--- config.mk ---
export PLATFORM = sky130hd
export DESIGN_NAME = joystick_port_mux
export DESIGN_NICKNAME = d
export VERILOG_FILES = /design/src/logic/beeb_glue_pkg.sv /design/src/logic/joystick_port_mux.sv
export SDC_FILE = /design/constraint.sdc
export NUM_CORES = 1
export LEC_CHECK = 0
export BUFFER_PORTS_ARGS = -buffer_cell sky130_fd_sc_hd__buf_2
export CAP_MARGIN = 20
export CELL_PAD_IN_SITES_DETAIL_PLACEMENT = 0
export CELL_PAD_IN_SITES_GLOBAL_PLACEMENT = 1
export CORE_UTILIZATION = 15
export DETAILED_ROUTE_END_ITERATION = 8
export GPL_TIMING_DRIVEN = 0
export PLACE_DENSITY = 0.79
export SLEW_MARGIN = 25
export SYNTH_ARGS = -nofsm -noshare
export SYNTH_HDL_FRONTEND = slang
export SYNTH_SLANG_ARGS = --single-unit
--- constraint.sdc ---
create_clock -name vclk -period 1.1
set_input_delay 0.22 -clock vclk [all_inputs]
set_output_delay 0.22 -clock vclk [all_outputs]
set_load 0.01 [all_outputs]
--- src/logic/beeb_glue_pkg.sv ---
`default_nettype none

package beeb_glue_pkg;

	// ====================================================================
	// data types
	// ====================================================================

	// memory bus byte, also the raw analog stick value
	typedef logic [7:0] byte_t;

	// mouse position and clamped step, two's complement
	typedef logic signed [8:0] axis_t;

	// value handed to the core's analog inputs
	typedef logic [11:0] adc_t;

	// ====================================================================
	// sideways rom layout
	// ====================================================================

	// slot bits between ram select and bank offset
	parameter int SLOT_SEL_W = 4;
	// physical bank number width
	parameter int ROM_BANK_W = 4;
	// banks actually present in the rom image
	parameter int NUM_ROM_BANKS = 14;

	// ====================================================================
	// mouse packet and joystick
	// ====================================================================

	// per-packet step limit
	parameter int MOUSE_STEP_LIMIT = 10;
	// position range, same as a signed byte
	parameter int AXIS_MIN = -128;
	parameter int AXIS_MAX = 127;

	// packet layout
	parameter int MOUSE_PKT_W = 25;
	parameter int MOUSE_STB_BIT = 24;
	parameter int MOUSE_X_SIGN_BIT = 4;
	parameter int MOUSE_Y_SIGN_BIT = 5;
	// delta bytes, x at 15..8, y at 23..16
	parameter int MOUSE_X_LSB = 8;
	parameter int MOUSE_Y_LSB = 16;

	// fire button within the 16-bit joystick word
	parameter int FIRE_BIT = 4;

endpackage

`default_nettype wire

--- src/logic/joystick_port_mux.sv ---
`timescale 1ns/1ps
`default_nettype none

module joystick_port_mux (
	input  wire beeb_glue_pkg::byte_t port_a_x,
	input  wire beeb_glue_pkg::byte_t port_a_y,
	input  wire                       port_a_fire,
	input  wire [15:0]                joy2_buttons,
	input  wire beeb_glue_pkg::byte_t joy2_x,
	input  wire beeb_glue_pkg::byte_t joy2_y,
	input  wire                       swap_joy,
	output beeb_glue_pkg::adc_t       joy1_adc_x,
	output beeb_glue_pkg::adc_t       joy1_adc_y,
	output beeb_glue_pkg::adc_t       joy2_adc_x,
	output beeb_glue_pkg::adc_t       joy2_adc_y,
	output logic                      joy1_fire_n,
	output logic                      joy2_fire_n
);

	import beeb_glue_pkg::*;

	// signed stick byte to the core's inverted adc scale
	// low nibble repeats the top nibble to fill 12 bits
	function automatic adc_t axis_to_adc(input byte_t b);
		byte_t inv;
		inv = 8'hFF - {~b[7], b[6:0]};
		return {inv, inv[7:4]};
	endfunction

	adc_t a_adc_x;
	adc_t a_adc_y;
	adc_t b_adc_x;
	adc_t b_adc_y;

	assign a_adc_x = axis_to_adc(port_a_x);
	assign a_adc_y = axis_to_adc(port_a_y);
	assign b_adc_x = axis_to_adc(joy2_x);
	assign b_adc_y = axis_to_adc(joy2_y);

	// swap clear, a on stick 1 and b on stick 2
	assign joy1_adc_x = swap_joy ? b_adc_x : a_adc_x;
	assign joy1_adc_y = swap_joy ? b_adc_y : a_adc_y;
	assign joy2_adc_x = swap_joy ? a_adc_x : b_adc_x;
	assign joy2_adc_y = swap_joy ? a_adc_y : b_adc_y;

	// core fire inputs are active low
	assign joy1_fire_n = swap_joy ? ~joy2_buttons[FIRE_BIT] : ~port_a_fire;
	assign joy2_fire_n = swap_joy ? ~port_a_fire : ~joy2_buttons[FIRE_BIT];

endmodule

`default_nettype wire

==> impl_summary.txt <==
----------------------------------------------------
[Logic synthesis]
  Number of instances in the synthesized netlist ... 54
  Biggest area consumer among synthesized cells ... sky130_fd_sc_hd__mux2i_1
  Post-synth top area share ... about 58%
  Average instance area after synthesis ... approximately 9.7 um^2
  Netlist Area Pre-Place ... between 500 and 600 um^2
  Dominant cells by area after synthesis ... sky130_fd_sc_hd__mux2i_1 58%, sky130_fd_sc_hd__buf_4 23%, sky130_fd_sc_hd__buf_8 8.6%
  Number of warnings printed during yosys synthesis ... 0
  Share of synthesized area occupied by flip-flops and latches ... 0%
  Net count after synthesis ... ~100
  Unique cell type count in the Yosys netlist ... 5

[Power and ir drop]
  Power density over the cells ... between 500 and 600 mW/mm^2
  P_leak ... 0.696 nW
  IR Drop Worst-Case VDD ... roughly 190 uV

[Die]
  Height of the die ... 61.0 um
  Die width ... 61.0 um
  Number of standard-cell rows in the floorplan ... 21
  Die area ... 0.00372 mm^2
  Starting Density ... about 16%
  Area of the placeable core ... between 0.003 and 0.004 mm^2
  Number of top-level design ports ... 100

[Run status]
  Run status ... finished with violations
  Violations in the final reports ... setup timing

[Timing]
  Fmax ... about 0.85 GHz
  Share of the clock period used by the worst path ... 107%
  Worst hold slack across all endpoints ... a little over 700 ps
  Total count of max-transition violations in the final report ... 0
  Minimum period implied by the final worst setup slack ... ~1200 ps
  Final number of hold-violating endpoints ... 0
  Relative slew slack ... 87.8%
  Worst-case setup margin in the final layout ... -76.1 ps
  Count of final setup violators ... 24
  Tightest Pin Transition ... ~180 ps
  Unrepaired setup endpoints after global routing ... true

[Placement]
  Port Buffer Count ... between 80 and 90
  Detailed-placement wirelength estimate ... between 1000 and 1500 um
  Placer's final routability congestion estimate ... 0.721
  Placed Area ... about 0.0012 mm^2

[Global route]
  Maximum number of pins on one net before global-route repair ... 8
  Final global-route overflow total ... 0
  Number of antenna violations at the first check in global routing ... 0
  GRT Total Usage ... 7.62%
  Wire length of the first global-routing pass ... about 2200 um
  Vias in the first global route ... 540

[Critical path]
  Cell repeated most along the worst path ... sky130_fd_sc_hd__buf_6
  Critical Path Sink Type ... primary output
  Startpoint types ... input port
  Critical path data arrival time ... ~960 ps
  Startpoint-to-endpoint class of the critical path ... in -> out
  Cell class contributing the biggest share of worst-path delay ... buffers and inverters
  Critical path depth in cells ... 5
  Maximum fanout along the worst path ... 7
  Required time of the worst setup path ... about 880 ps
  Series of cell instances along the critical path ... buf_12 > buf_16 > mux2i_4 > buf_6 > buf_6
  Maximum cell stage delay along the critical path ... around 260 ps
  CP max-delay cell ... sky130_fd_sc_hd__mux2i_4
  Worst path bufs/invs ... 4

[Final layout]
  Area Growth Syn to Fin ... 160%
  Final instance area ... between 0.001 and 0.0015 mm^2
  Count of sequential standard cells ... 0
  Share of layout cells above drive strength 1 ... between 80% and 90%
  Clkbuf count ... 0
  Number of diodes added for antenna fixing ... 0
  Number of nets in the layout ... 191
  Storage element area ... 0 um^2

[Routing]
  Routed via count ... just over 700
  Post-DR wirelength/cell ... 9.52 um
  Routed vias/inst ... between 3 and 4
  Initial drt markers ... 5
  Total iterations of the first detailed-routing run ... 4
  Total wirelength of the detailed-routed design ... 1760 um
  DRC viols ... 0
  Final ANT Viol Nets ... 0

[Flow run]
  Max-cap check violation count ... 0

[Min path]
  Count of cells along the worst hold path ... 3
  HP Class ... in -> out

[Clocking]
  Number of buffers added to fix hold violations after cts ... 0

----------------------------------------------------
## cell usage in the layout (no fill, tap or decap), drive strengths merged
cell	instances
mux2	4
buf	105
mux2i	30
## cells by family (layout without fill, tap and decap cells)
kind of cell	count (synthesis)	count (layout)	synth area share, %
muxes	34	34	66.2
buffers and inverters	20	105	33.8
## cells in the mapped netlist
cell,instances
sky130_fd_sc_hd__buf_6,1
sky130_fd_sc_hd__mux2i_1,30
sky130_fd_sc_hd__buf_4,16
sky130_fd_sc_hd__mux2_2,4
sky130_fd_sc_hd__buf_8,3
## where the power goes
group / leakage (nW) / internal [mW] / switching, mW
sequential: 0 / 0 / 0
combinational: 0.696 / 0.404 / 0.282
clock: 0 / 0 / 0
total: 0.696 / 0.404 / 0.282
## cell type report
class / count / area, um^2
fillers: 322 / 1980
repair buffers: 90 / 608
multi-input cells: 34 / 495
plain buffers: 15 / 196
well taps: 46 / 57.6
## stage by stage
| step | worst slack [ps] | util, % | TNS [ps] | power [mW] | instances |
|---|---|---|---|---|---|
| CTS | -68.0 | 39.2 | -1140 | 0.660 | 185 |
| finish | -76.1 | 40.7 | -908 | 0.685 | 185 |
| global placement | -87.2 | 36.2 | -1200 | 0.602 | 184 |
| detailed placement | -97.7 | 36.2 | -1410 | 0.609 | 184 |
| floorplan | -2.28 | - | -11.4 | 0.372 | 54 |
| global route | -120 | 40.7 | -2410 | 0.738 | 185 |
## worst paths after layout
check / from / to / slack [ps]
worst max-delay path: swap_joy / joy2_adc_x[9] / -80
worst min-delay path: joy2_x[0] / joy2_adc_x[4] / 710
## per-layer routing
| metal | part of all wire (%) | vias to the layer above | GRT usage (%) | routed length (um) |
|---|---|---|---|---|
| met2 | 58 | 51 | 16.2 | 1020 |
| met1 | 34 | 314 | 8.92 | 591 |
| met5 | 0 | - | 0 | 0 |
| met3 | 8.3 | 0 | 0 | 146 |
| li1 | - | 353 | - | - |
| met4 | 0 | 0 | 0 | 0 |
## what timing repair did
item,in CTS,in global routing
gates resized for setup,13,8
setup endpoints to repair,25,39
endpoints found under the hold margin,0,0
buffers inserted,6,0
## worst min-delay path: stages
cell and delay, ps:
sky130_fd_sc_hd__buf_2 80, sky130_fd_sc_hd__mux2i_1 50, sky130_fd_sc_hd__buf_2 130
(Power assumes the default switching activity.)
