`src/logic/beeb_glue_pkg.sv`:
```
`default_nettype none

package beeb_glue_pkg;

	// ====================================================================
	// data types
	// ====================================================================

	// memory bus byte, also the raw analog stick value
	typedef logic [7:0] byte_t;

	// mouse position and clamped step, two's complement
	typedef logic signed [8:0] axis_t;

	// value handed to the core's analog inputs
	typedef logic [11:0] adc_t;

	// ====================================================================
	// sideways rom layout
	// ====================================================================

	// slot bits between ram select and bank offset
	parameter int SLOT_SEL_W = 4;
	// physical bank number width
	parameter int ROM_BANK_W = 4;
	// banks actually present in the rom image
	parameter int NUM_ROM_BANKS = 14;

	// ====================================================================
	// mouse packet and joystick
	// ====================================================================

	// per-packet step limit
	parameter int MOUSE_STEP_LIMIT = 10;
	// position range, same as a signed byte
	parameter int AXIS_MIN = -128;
	parameter int AXIS_MAX = 127;

	// packet layout
	parameter int MOUSE_PKT_W = 25;
	parameter int MOUSE_STB_BIT = 24;
	parameter int MOUSE_X_SIGN_BIT = 4;
	parameter int MOUSE_Y_SIGN_BIT = 5;
	// delta bytes, x at 15..8, y at 23..16
	parameter int MOUSE_X_LSB = 8;
	parameter int MOUSE_Y_LSB = 16;

	// fire button within the 16-bit joystick word
	parameter int FIRE_BIT = 4;

endpackage

`default_nettype wire

```
`src/logic/mouse_axis_emu.sv`:
```
`timescale 1ns/1ps
`default_nettype none

module mouse_axis_emu (
	input  wire                                  clk_sys,
	input  wire                                  rst,
	input  wire [beeb_glue_pkg::MOUSE_PKT_W-1:0] mouse_packet,
	input  wire                                  mouse_disable,
	input  wire [15:0]                           joy1_buttons,
	input  wire beeb_glue_pkg::byte_t            joy1_x,
	input  wire beeb_glue_pkg::byte_t            joy1_y,
	output beeb_glue_pkg::byte_t                 port_a_x,
	output beeb_glue_pkg::byte_t                 port_a_y,
	output logic                                 port_a_fire
);

	import beeb_glue_pkg::*;

	// saturate to lo..hi, result always fits the axis type
	function automatic axis_t clamp_axis(input int v, input int lo, input int hi);
		int r;
		r = v;
		if (v < lo) begin
			r = lo;
		end else if (v > hi) begin
			r = hi;
		end
		return axis_t'(r);
	endfunction

	axis_t dx_raw;
	axis_t dy_raw;
	axis_t dx;
	axis_t dy;
	axis_t pos_x;
	axis_t pos_y;
	axis_t next_x;
	axis_t next_y;
	logic  stb_q;
	logic  pkt_new;
	logic  mouse_clr;
	logic  active;

	// ====================================================================
	// packet decode
	// ====================================================================

	// sign bit in the header byte, magnitude byte further up
	assign dx_raw = {mouse_packet[MOUSE_X_SIGN_BIT], mouse_packet[MOUSE_X_LSB +: 8]};
	assign dy_raw = {mouse_packet[MOUSE_Y_SIGN_BIT], mouse_packet[MOUSE_Y_LSB +: 8]};

	// limit one step
	assign dx = clamp_axis(int'(dx_raw), -MOUSE_STEP_LIMIT, MOUSE_STEP_LIMIT);
	assign dy = clamp_axis(int'(dy_raw), -MOUSE_STEP_LIMIT, MOUSE_STEP_LIMIT);

	// mouse y grows upward, stick y grows downward
	assign next_x = clamp_axis(int'(pos_x) + int'(dx), AXIS_MIN, AXIS_MAX);
	assign next_y = clamp_axis(int'(pos_y) - int'(dy), AXIS_MIN, AXIS_MAX);

	// toggle strobe marks a fresh packet
	assign pkt_new   = mouse_packet[MOUSE_STB_BIT] != stb_q;
	// any stick button hands port a back to the stick
	assign mouse_clr = rst | mouse_disable | (|joy1_buttons);

	// ====================================================================
	// position state
	// ====================================================================

	always_ff @(posedge clk_sys) begin
		stb_q <= mouse_packet[MOUSE_STB_BIT];
		if (mouse_clr) begin
			active <= 1'b0;
			pos_x  <= '0;
			pos_y  <= '0;
		end else if (pkt_new) begin
			active <= 1'b1;
			pos_x  <= next_x;
			pos_y  <= next_y;
		end
	end

	// port a source, mouse buttons 0 and 1 both act as fire
	assign port_a_x    = active ? byte_t'(pos_x[7:0]) : joy1_x;
	assign port_a_y    = active ? byte_t'(pos_y[7:0]) : joy1_y;
	assign port_a_fire = active ? (|mouse_packet[1:0]) : joy1_buttons[FIRE_BIT];

endmodule

`default_nettype wire

```
`config.mk`:
```
export PLATFORM = sky130hd
export DESIGN_NAME = mouse_axis_emu
export DESIGN_NICKNAME = d
export VERILOG_FILES = /design/src/logic/beeb_glue_pkg.sv /design/src/logic/mouse_axis_emu.sv
export SDC_FILE = /design/constraint.sdc
export NUM_CORES = 1
export LEC_CHECK = 0
export BUFFER_PORTS_ARGS = -buffer_cell sky130_fd_sc_hd__buf_2
export CELL_PAD_IN_SITES_DETAIL_PLACEMENT = 1
export CELL_PAD_IN_SITES_GLOBAL_PLACEMENT = 1
export CORE_MARGIN = 2
export CORE_UTILIZATION = 35
export DETAILED_ROUTE_END_ITERATION = 8
export PLACE_DENSITY = 0.78
export SYNTH_ARGS = -nofsm -noshare
export SYNTH_HDL_FRONTEND = slang
export SYNTH_SLANG_ARGS = --single-unit
```
`constraint.sdc`:
```
create_clock -name clk_sys -period 3.5 [get_ports clk_sys]
set_input_delay 0 -clock clk_sys [delete_from_list [all_inputs] [get_ports clk_sys]]
set_output_delay 0 -clock clk_sys [all_outputs]
set_load 0.05 [all_outputs]
```
==> results.toml, run 1 <==
[floorplan]
row_count = 27
core-area_um2 = 5540
pin_count = 77
die_h_um = 80.1
die_width_um = 80.1
die_area_um2 = 6420
initial_core_util = 0.366

[clock_tree]
h-tree-depth = 1
root_buffer = "clkbuf_8"
cts_setup_buffers = 0
cts_tree = "built"
clk_pin_slew_worst_paths_ps = 80
cts_buffer_depth = 2
clock_latency_ps = 260
numClockSinks = 20
post_cts_resized = 0
cts_made_buffers = 3

[timing]
rsz0062_at_grt = "false"
drv_slew = 0
setup_viol = 0
finalHoldViolCount = 0
hold_slack_ps = 113
slew_headroom = 0.419
finalSetupTns_ps = 0
max_freq_mhz = 348
fin_worst_skew_ps = 2.23
tightestPinTransition_ps = 870
min_period_ps = 2870
finalCritPeriodShare = 0.821

[yosys]
synth.most_common_cell = "a21oi_1"
synth_top_area_frac = 0.197
synth_edf_count = 0
ys_types = 45
netlist_top_cells_count = "a21oi_1, nand2_1, nor2_1"
yosysSeqAreaShare = 0.197
yosysWarnings = 0
async_reset_ff_frac = 0
yosysTopAreaCell = "dfxtp_1"
synth_top_cells_by_area = "dfxtp_1, ha_1, mux2_2"
ys.flop_type = "dfxtp_1"
syn-cell-area_um2 = 2030
synth_area_per_cell_um2 = 7.62
synth_seq_cells = 20
syn_nets = 347
syn_inst = 266

[power]
ir_drop_uv = 126
p_switching_w = 0.000189
power_w = 0.000590
combPwrFrac = 0.313
power_leakage_nw = 1.19
internal_power_w = 0.000402
pwr-share-clk = 0.300
swShare = 0.320
seq_power_share = 0.387
powerDensity_nw_per_um2 = 235

[critical_path]
cp-end-kind = "flip-flop"
critPathTopFamily = "compound AO/OA/AOI/OAI gates"
cpMostUsedCell = "a21oi_1"
crit_chain = "buf_2 > nor4_1 > a21oi_1 > nand2b_1 > or2_2 > ha_1 > a211oi_2 > o21ai_1 > o221a_1 > or3_1 > a32oi_2 > a21o_1 > a21oi_1"
start_kind = "input port"
slowest_delay_ps = 440
reg2regPathDepth = 10
r2r_slack_ps = 950
cp.depth = 13
cp.buffers_inverters = 1
arrival_ps = 3030
crit_type = "in -> reg"
critical_path.max_fanout = 7
cp.required_ps = 3650
slowest_stage = "a32oi_2"

[hold_path]
holdCritPathClass = "in -> reg"
min_path_cells = 3

[global_route]
grt_max_degree = 20
grt_pass1_vias = 2177
grt_use_total = 0.182
antenna_found_initial = 0
gr-total-overflow = 0
grt_pass1_wl_um = 9560

[finish]
seqCellArea_um2 = 400
antenna_cells = 0
drive_gt1_frac = 0.299
finish.utilization = 0.453
area_growth_pct = 23.8
design_area_um2 = 2510
n_fill_cell = 745
nNetsFinal = 416
multi_input_area_um2 = 1510

[placed_design]
place.port_buffers = 72
finalWeightedCongestion = 0.896
place_area_um2 = 2450
hpwl_um = 4870

[detailed_routing]
wl_per_cell_um = 14.2
routed_wl_um = 5750
drt_iter0_markers = 68
ant_nets = 0
drc = 0
dr.pass1.iters = 5
vias = 2165
via_per_inst = 5.33

[run]
max-cap-violations = 0

[status]
status = "finished, final reports clean"
cells by family after synthesis:
group | Yosys count | synth area share
buffers and inverters | 30 | 0.0567
and+or+nand+nor | 85 | 0.212
adders and majority gates | 21 | 0.137
DFF | 20 | 0.197
muxes | 17 | 0.0938
AOI/OAI and AO/OA | 81 | 0.252
xor gates and xnor gates | 12 | 0.0518
area by class of cell:
cell class / instances / area share
Timing Repair Buffer: 74 / 0.150
Inverter: 20 / 0.0299
Sequential cell: 20 / 0.159
Clock buffer: 4 / 0.0219
Tap cell: 72 / 0.0359
Multi-Input combinational cell: 216 / 0.602
registers in the layout, indices dropped and copies added (netlist names):
name and flops:
stb_q 1, pos_y 9, active 1, pos_x 9
final timing paths:
kind              endpoint             start
setup / recovery  pos_x[0]  mouse_packet[12]
hold / removal    pos_x[4]               rst
setup reg to reg  pos_y[1]          pos_y[0]
hold reg to reg   pos_y[0]          pos_y[0]
stage by stage:
step	setup slack (ps)	instances
floorplan	767	266
global placement	400	401
detailed placement	354	401
CTS	629	406
global route	386	406
finish	625	406
tightest hold or removal path: cells and delay by family:
kind | cells | cell delay [ps]
AOI/OAI and AO/OA | 1 | 50
buffers and inverters | 1 | 80
and+or+nand+nor | 1 | 190
metal layers:
layer  routed length [µm]  global-route usage  up-vias  part of all wire
met4                   63              0.0458        0             0.011
met2                 3050               0.355       36              0.53
li1                     -                   -     1089                 -
met1                 2510               0.214     1035              0.44
met3                  132              0.0112        5             0.023
met5                    0                   0        -                 0
what timing repair did:
item / 4_1_cts / 5_1_grt
hold endpoints to repair: 1 / 0
hold buffers: 1 / 0
setup endpoints to repair: 0 / 0
placed cells by master, fill, tap and decap left out, types with 4 or more instances in the layout:
cell type  Yosys  layout
nor2b_1        4       4
nor4_1         7       7
mux2_2        16      16
ha_1          19      19
inv_1         20      20
nand2b_1       7       7
dfxtp_1       20      20
buf_2          1      72
clkbuf_8       0       4
a21o_1        10      10
o21ai_1        8       8
o21a_1         6       6
xnor2_1        6       6
nand2_1       24      24
nor2_1        22      22
o21ai_0       10      10
xor2_1         6       6
a21oi_1       29      29
power groups by stage:
stage	Sequential, W	Clock (W)	Combinational [W]
2_1_floorplan	0.000234	0	0.000122
3_3_place_gp	0.000234	0	0.000179
3_5_place_dp	0.000234	0	0.000185
4_1_cts	0.000228	0.000183	0.000187
5_1_grt	0.000228	0.000193	0.000204
6_report	0.000228	0.000177	0.000185
(Power assumes the default switching activity.)
==> inputs of run 2 (changes only) <==
--- a/config.mk
+++ b/config.mk
@@ -9,9 +9,9 @@
 export CELL_PAD_IN_SITES_DETAIL_PLACEMENT = 1
 export CELL_PAD_IN_SITES_GLOBAL_PLACEMENT = 1
 export CORE_MARGIN = 2
-export CORE_UTILIZATION = 35
+export CORE_UTILIZATION = 31
 export DETAILED_ROUTE_END_ITERATION = 8
-export PLACE_DENSITY = 0.78
+export PLACE_DENSITY = 0.73
 export SYNTH_ARGS = -nofsm -noshare
 export SYNTH_HDL_FRONTEND = slang
 export SYNTH_SLANG_ARGS = --single-unit
==> constraint.sdc (replaced) <==
create_clock -name clk_sys -period 2.6 [get_ports clk_sys]
set_input_delay 0 -clock clk_sys [delete_from_list [all_inputs] [get_ports clk_sys]]
set_output_delay 0 -clock clk_sys [all_outputs]
set_load 0.05 [all_outputs]
==> run 2 against run 1 <==
  * Sequential share of layout area is 2.1 points lower
  * Sequential power is 35% higher
  * Setup slack worse by 580 ps
  * Combinational power is 63% higher
  * Highest routed layer unchanged
==> results.toml, run 2 (synthesis gave the netlist of run 1 again) <==
[run]
max-cap-violations = 0

[clock_tree]
numClockSinks = 20
cts_made_buffers = 3
clock_latency_ps = 260
root_buffer = "clkbuf_8"
cts_buffer_depth = 2
cts_tree = "built"
h-tree-depth = 1
clk_pin_slew_worst_paths_ps = 70

[global_route]
gr-total-overflow = 0
grt_max_degree = 20
antenna_found_initial = 0
grt_use_total = 0.170
grt_pass1_wl_um = 10200
grt_pass1_vias = 2310

[power]
power_leakage_nw = 1.36
power_w = 0.000845
ir_drop_uv = 210
powerDensity_nw_per_um2 = 293

[detailed_routing]
via_per_inst = 5.15
drc = 0
drt_iter0_markers = 39
routed_wl_um = 6460
wl_per_cell_um = 14.8
dr.pass1.iters = 4
vias = 2254
ant_nets = 0

[critical_path]
cp.required_ps = 2780
arrival_ps = 2730
reg2regPathDepth = 9
crit_chain = "buf_2 > nor4_2 > a21oi_1 > nand2b_4 > nor2_2 > ha_2 > inv_1 > fa_2 > nand2b_4 > a21o_1 > buf_4 > and2_1 > o221ai_1 > a32oi_2 > buf_6 > a21o_1 > a21oi_1"
slowest_delay_ps = 340
r2r_slack_ps = 90
r2r-start = "pos_x[7]"
start_kind = "input port"
startpoint = "mouse_packet[13]"
reg2reg_to = "pos_x[2]"
slowest_stage = "fa_2"
crit_type = "in -> reg"
endpoint = "pos_x[2]"
critical_path.max_fanout = 7
cp-end-kind = "flip-flop"

[floorplan]
core-area_um2 = 6350
die_h_um = 84.9
initial_core_util = 0.319
die_area_um2 = 7210
die_width_um = 84.9
row_count = 29
pin_count = 77

[timing]
max_freq_mhz = 392
setup_viol = 0
finalSetupTns_ps = 0
rsz0062_at_grt = "true"
tightestPinTransition_ps = 867
finalCritPeriodShare = 0.981
min_period_ps = 2550
fin_worst_skew_ps = 3.53
finalHoldViolCount = 0
slew_headroom = 0.421
drv_slew = 0

[finish]
antenna_cells = 0
nNetsFinal = 443
final_cell_mix = "buf_2, buf_4, a21oi_1, nand2_1, nor2_1"
drive_gt1_frac = 0.416
seqCellArea_um2 = 400
finish.utilization = 0.455
multi_input_area_um2 = 1670
reg_top3 = "pos_x: 9 flops, pos_y: 9 flops"
final_common_cell = "buf_2"
n_fill_cell = 796
area_growth_pct = 42.4

[placed_design]
finalWeightedCongestion = 0.885
hpwl_um = 5070
place.port_buffers = 72

[status]
status = "finished, final reports clean"

[hold_path]
holdCritPathClass = "in -> reg"
[run 2: through the flow]
| step | instance area (µm²) | worst slack (ps) | hold slack, ps | instances |
|---|---|---|---|---|
| 3_3_place_gp | 2640 | -314 | 152 | 428 |
| 3_5_place_dp | 2640 | -414 | 165 | 428 |
| 2_1_floorplan | 2050 | 13.4 | 27.7 | 266 |
| 5_1_grt | 2890 | -73.3 | 133 | 438 |
| 6_report | 2890 | 49.1 | 115 | 438 |
| 4_1_cts | 2760 | 23.4 | 119 | 434 |
[run 2: metal layers]
layer,vias up,wire [µm],GRT usage
li1,1143,-,-
met1,1070,2610,0.192
met2,34,3660,0.342
met3,7,138,0.0117
met4,0,63,0.0404
met5,-,0,0
[run 2: power breakdown]
part,total [W],internal [W],switching [W]
sequential,0.000308,0.000307,0.000000823
clock,0.000236,0.000135,0.000101
combinational,0.000301,0.000130,0.000172
total,0.000845,0.000571,0.000274
[run 2: final cells by class]
type	count	area share
repair buffers	101	0.204
well taps	77	0.0334
multi-input cells	216	0.579
inverters	20	0.0260
clock buffers	4	0.0191
flip-flops and latches	20	0.139
[run 2: worst min path at each step]
stage / start / end / cells after the start
global route: rst / pos_x[6] / 3
floorplan: mouse_packet[24] / stb_q / 0
finish: rst / pos_x[4] / 3
global placement: mouse_packet[24] / stb_q / 1
detailed placement: mouse_packet[24] / stb_q / 1
CTS: rst / pos_x[5] / 3
[run 2: worst max-delay path, delay by kind of cell]
family,cells,cell delay (ps)
compound gates,6,920
simple gates,5,810
fa+ha+maj,2,540
buf+inv,4,460
[run 2: what timing repair did]
action	4_1_cts	5_1_grt
gates resized for setup	9	24
endpoints found under the hold margin	1	0
buffers inserted	1	5
hold buffers	1	0
setup endpoints to repair	7	16
pin swaps	3	12
==> inputs of run 3 (changes only) <==
--- a/config.mk
+++ b/config.mk
@@ -9,9 +9,10 @@
 export CELL_PAD_IN_SITES_DETAIL_PLACEMENT = 1
 export CELL_PAD_IN_SITES_GLOBAL_PLACEMENT = 1
 export CORE_MARGIN = 2
-export CORE_UTILIZATION = 31
+export CORE_UTILIZATION = 32
+export CTS_BUF_LIST = sky130_fd_sc_hd__clkbuf_4 sky130_fd_sc_hd__clkbuf_8
 export DETAILED_ROUTE_END_ITERATION = 8
-export PLACE_DENSITY = 0.73
+export PLACE_DENSITY = 0.75
 export SYNTH_ARGS = -nofsm -noshare
 export SYNTH_HDL_FRONTEND = slang
 export SYNTH_SLANG_ARGS = --single-unit
==> run 3 against run 2 <==
  * First-iteration DRC count down 18%
  * Setup slack better by 87 ps
  * Worst hold slack gained 7.8 ps
  * Design area rose by 1.2%
  * Clock power fell by 14%
  * Via count decreased by 0.18%
  * Combinational power barely moved
  * Sequential power is essentially flat
  * Critical path type unchanged
  * Critical endpoint is now pos_x[3]
  * Largest power group unchanged
==> results.toml, run 3 (synthesis gave the netlist of run 1 again) <==
[finish]
drive_gt1_frac = 0.434
area_growth_pct = 44.1
final_common_cell = "buf_2"
reg_top3 = "pos_x: 9 flops, pos_y: 9 flops"
n_fill_cell = 821
final_cell_mix = "buf_2, buf_4, nand2_1, a21oi_1, nor2_1"
antenna_cells = 0
design_area_um2 = 2920
nNetsFinal = 445

[timing]
finalCritPeriodShare = 0.948
tightestPinTransition_ps = 896
finalHoldViolCount = 0
drv_slew = 0
layout_setup_ws_ps = 136
max_freq_mhz = 406
slew_headroom = 0.402
setup_viol = 0
fin_worst_skew_ps = 3.44
min_period_ps = 2460

[critical_path]
cp.required_ps = 2780
critPathTopFamily = "compound AO/OA/AOI/OAI gates"
slowest_delay_ps = 320
slowest_stage = "nor4_4"
arrival_ps = 2650
cp-end-kind = "flip-flop"
reg2reg_to = "pos_x[3]"
crit_chain = "buf_2 > nor4_4 > a21oi_2 > buf_4 > a21oi_1 > ha_1 > o211ai_1 > o21ai_2 > buf_4 > o22a_1 > nor4_4 > a211oi_2 > buf_4 > a21o_1 > a21oi_1"
critical_path.max_fanout = 7
cpMostUsedCell = "buf_4"
start_kind = "input port"
cp.buffers_inverters = 4
crit_type = "in -> reg"
r2r_slack_ps = 200
reg2regPathDepth = 9
r2r-start = "pos_x[7]"

[detailed_routing]
wl_met3_um = 112
routed_wl_um = 6680
vias = 2250
ant_nets = 0
drc = 0
wl_met2_um = 3670
wl_met1_um = 2790
drt_iter0_markers = 32
wl_per_cell_um = 15.2
dr.pass1.iters = 4
top_layer_used = "met4"
via_per_inst = 5.13

[floorplan]
die_width_um = 83.6
die_area_um2 = 6990
row_count = 29
initial_core_util = 0.325
pin_count = 77
die_h_um = 83.6
core-area_um2 = 6240

[power]
power_leakage_nw = 1.38
powerDensity_nw_per_um2 = 278
ir_drop_uv = 154

[global_route]
grt_pass1_wl_um = 11000
grt_pass1_vias = 2424
grt_use_total = 0.187
grt_max_degree = 20
antenna_found_initial = 0
gr-total-overflow = 0

[clock_tree]
clock_latency_ps = 260
cts_buffer_depth = 2
cts_made_buffers = 3
cts_tree = "built"
root_buffer = "clkbuf_8"
numClockSinks = 20
h-tree-depth = 1
clk_pin_slew_worst_paths_ps = 70

[hold_path]
hold_start = "rst"
holdCritPathClass = "in -> reg"
whs_endpoint = "pos_x[4]"
min_path_cells = 3

[placed_design]
finalWeightedCongestion = 0.878
place_area_um2 = 2680
hpwl_um = 5360
post-place-ws_ps = -362
place.port_buffers = 72

[status]
status = "finished, final reports clean"

[run]
max-cap-violations = 0
## run 3: cell types whose count changed in the layout (fill, tap and decap cells not counted), moves of 2 or more
cell	previous run	this run
o21ai_1	11	9
a21oi_1	25	23
a21oi_2	3	6
buf_4	26	29
## run 3: power by group
| part | leakage [nW] | total [W] | switching (W) | internal [W] |
|---|---|---|---|---|
| Clock | 0.0216 | 0.000202 | 0.0000986 | 0.000103 |
| Combinational | 1.20 | 0.000304 | 0.000172 | 0.000132 |
| Sequential | 0.161 | 0.000308 | 0.000000823 | 0.000307 |
## run 3: routing by layer
| layer | global-route usage | vias up |
|---|---|---|
| met4 | 0.0616 | 0 |
| met1 | 0.203 | 1056 |
| met2 | 0.374 | 39 |
| li1 | - | 1145 |
| met3 | 0.0168 | 10 |
| met5 | 0 | - |
## run 3: cell type report
type | count | area (µm²) | share of cell area
Clock buffer | 3 | 41.3 | 0.0141
Timing Repair Buffer | 103 | 599 | 0.205
Tap cell | 77 | 96.3 | 0.0330
Inverter | 20 | 75.1 | 0.0257
Sequential cell | 20 | 400 | 0.137
Multi-Input combinational cell | 216 | 1710 | 0.585
## run 3: how the worst max path moves through the flow
| stage | from | to | slack [ps] | cells past startpoint |
|---|---|---|---|---|
| 2_1_floorplan | mouse_packet[12] | pos_x[0] | 10 | 12 |
| 3_3_place_gp | mouse_packet[12] | pos_x[2] | -290 | 15 |
| 3_5_place_dp | mouse_packet[23] | pos_y[3] | -360 | 15 |
| 4_1_cts | mouse_packet[23] | pos_y[6] | 3 | 14 |
| 5_1_grt | mouse_packet[13] | pos_x[4] | -8 | 15 |
| 6_report | mouse_packet[13] | pos_x[3] | 140 | 15 |
## run 3: stage by stage
stage	std cells	TNS (ps)	util	hold slack [ps]	total power [W]
2_1_floorplan	266	0	-	27.7	0.000481
3_3_place_gp	433	-2860	0.429	152	0.000583
3_5_place_dp	433	-4950	0.429	167	0.000592
4_1_cts	439	0	0.446	118	0.000801
5_1_grt	439	-9.19	0.468	137	0.000860
6_report	439	0	0.468	122	0.000813
## run 3: repair_timing
item | CTS | global route
gates resized for setup | 8 | 30
buffers inserted | 2 | 0
hold buffers | 1 | 0
endpoints found under the hold margin | 1 | 0
pin swaps | 5 | 9
setup endpoints to repair | 14 | 16
## run 3: tightest hold or removal path, stage by stage
cell and delay (ps):
buf_2 80, or4_4 210, a21oi_2 40
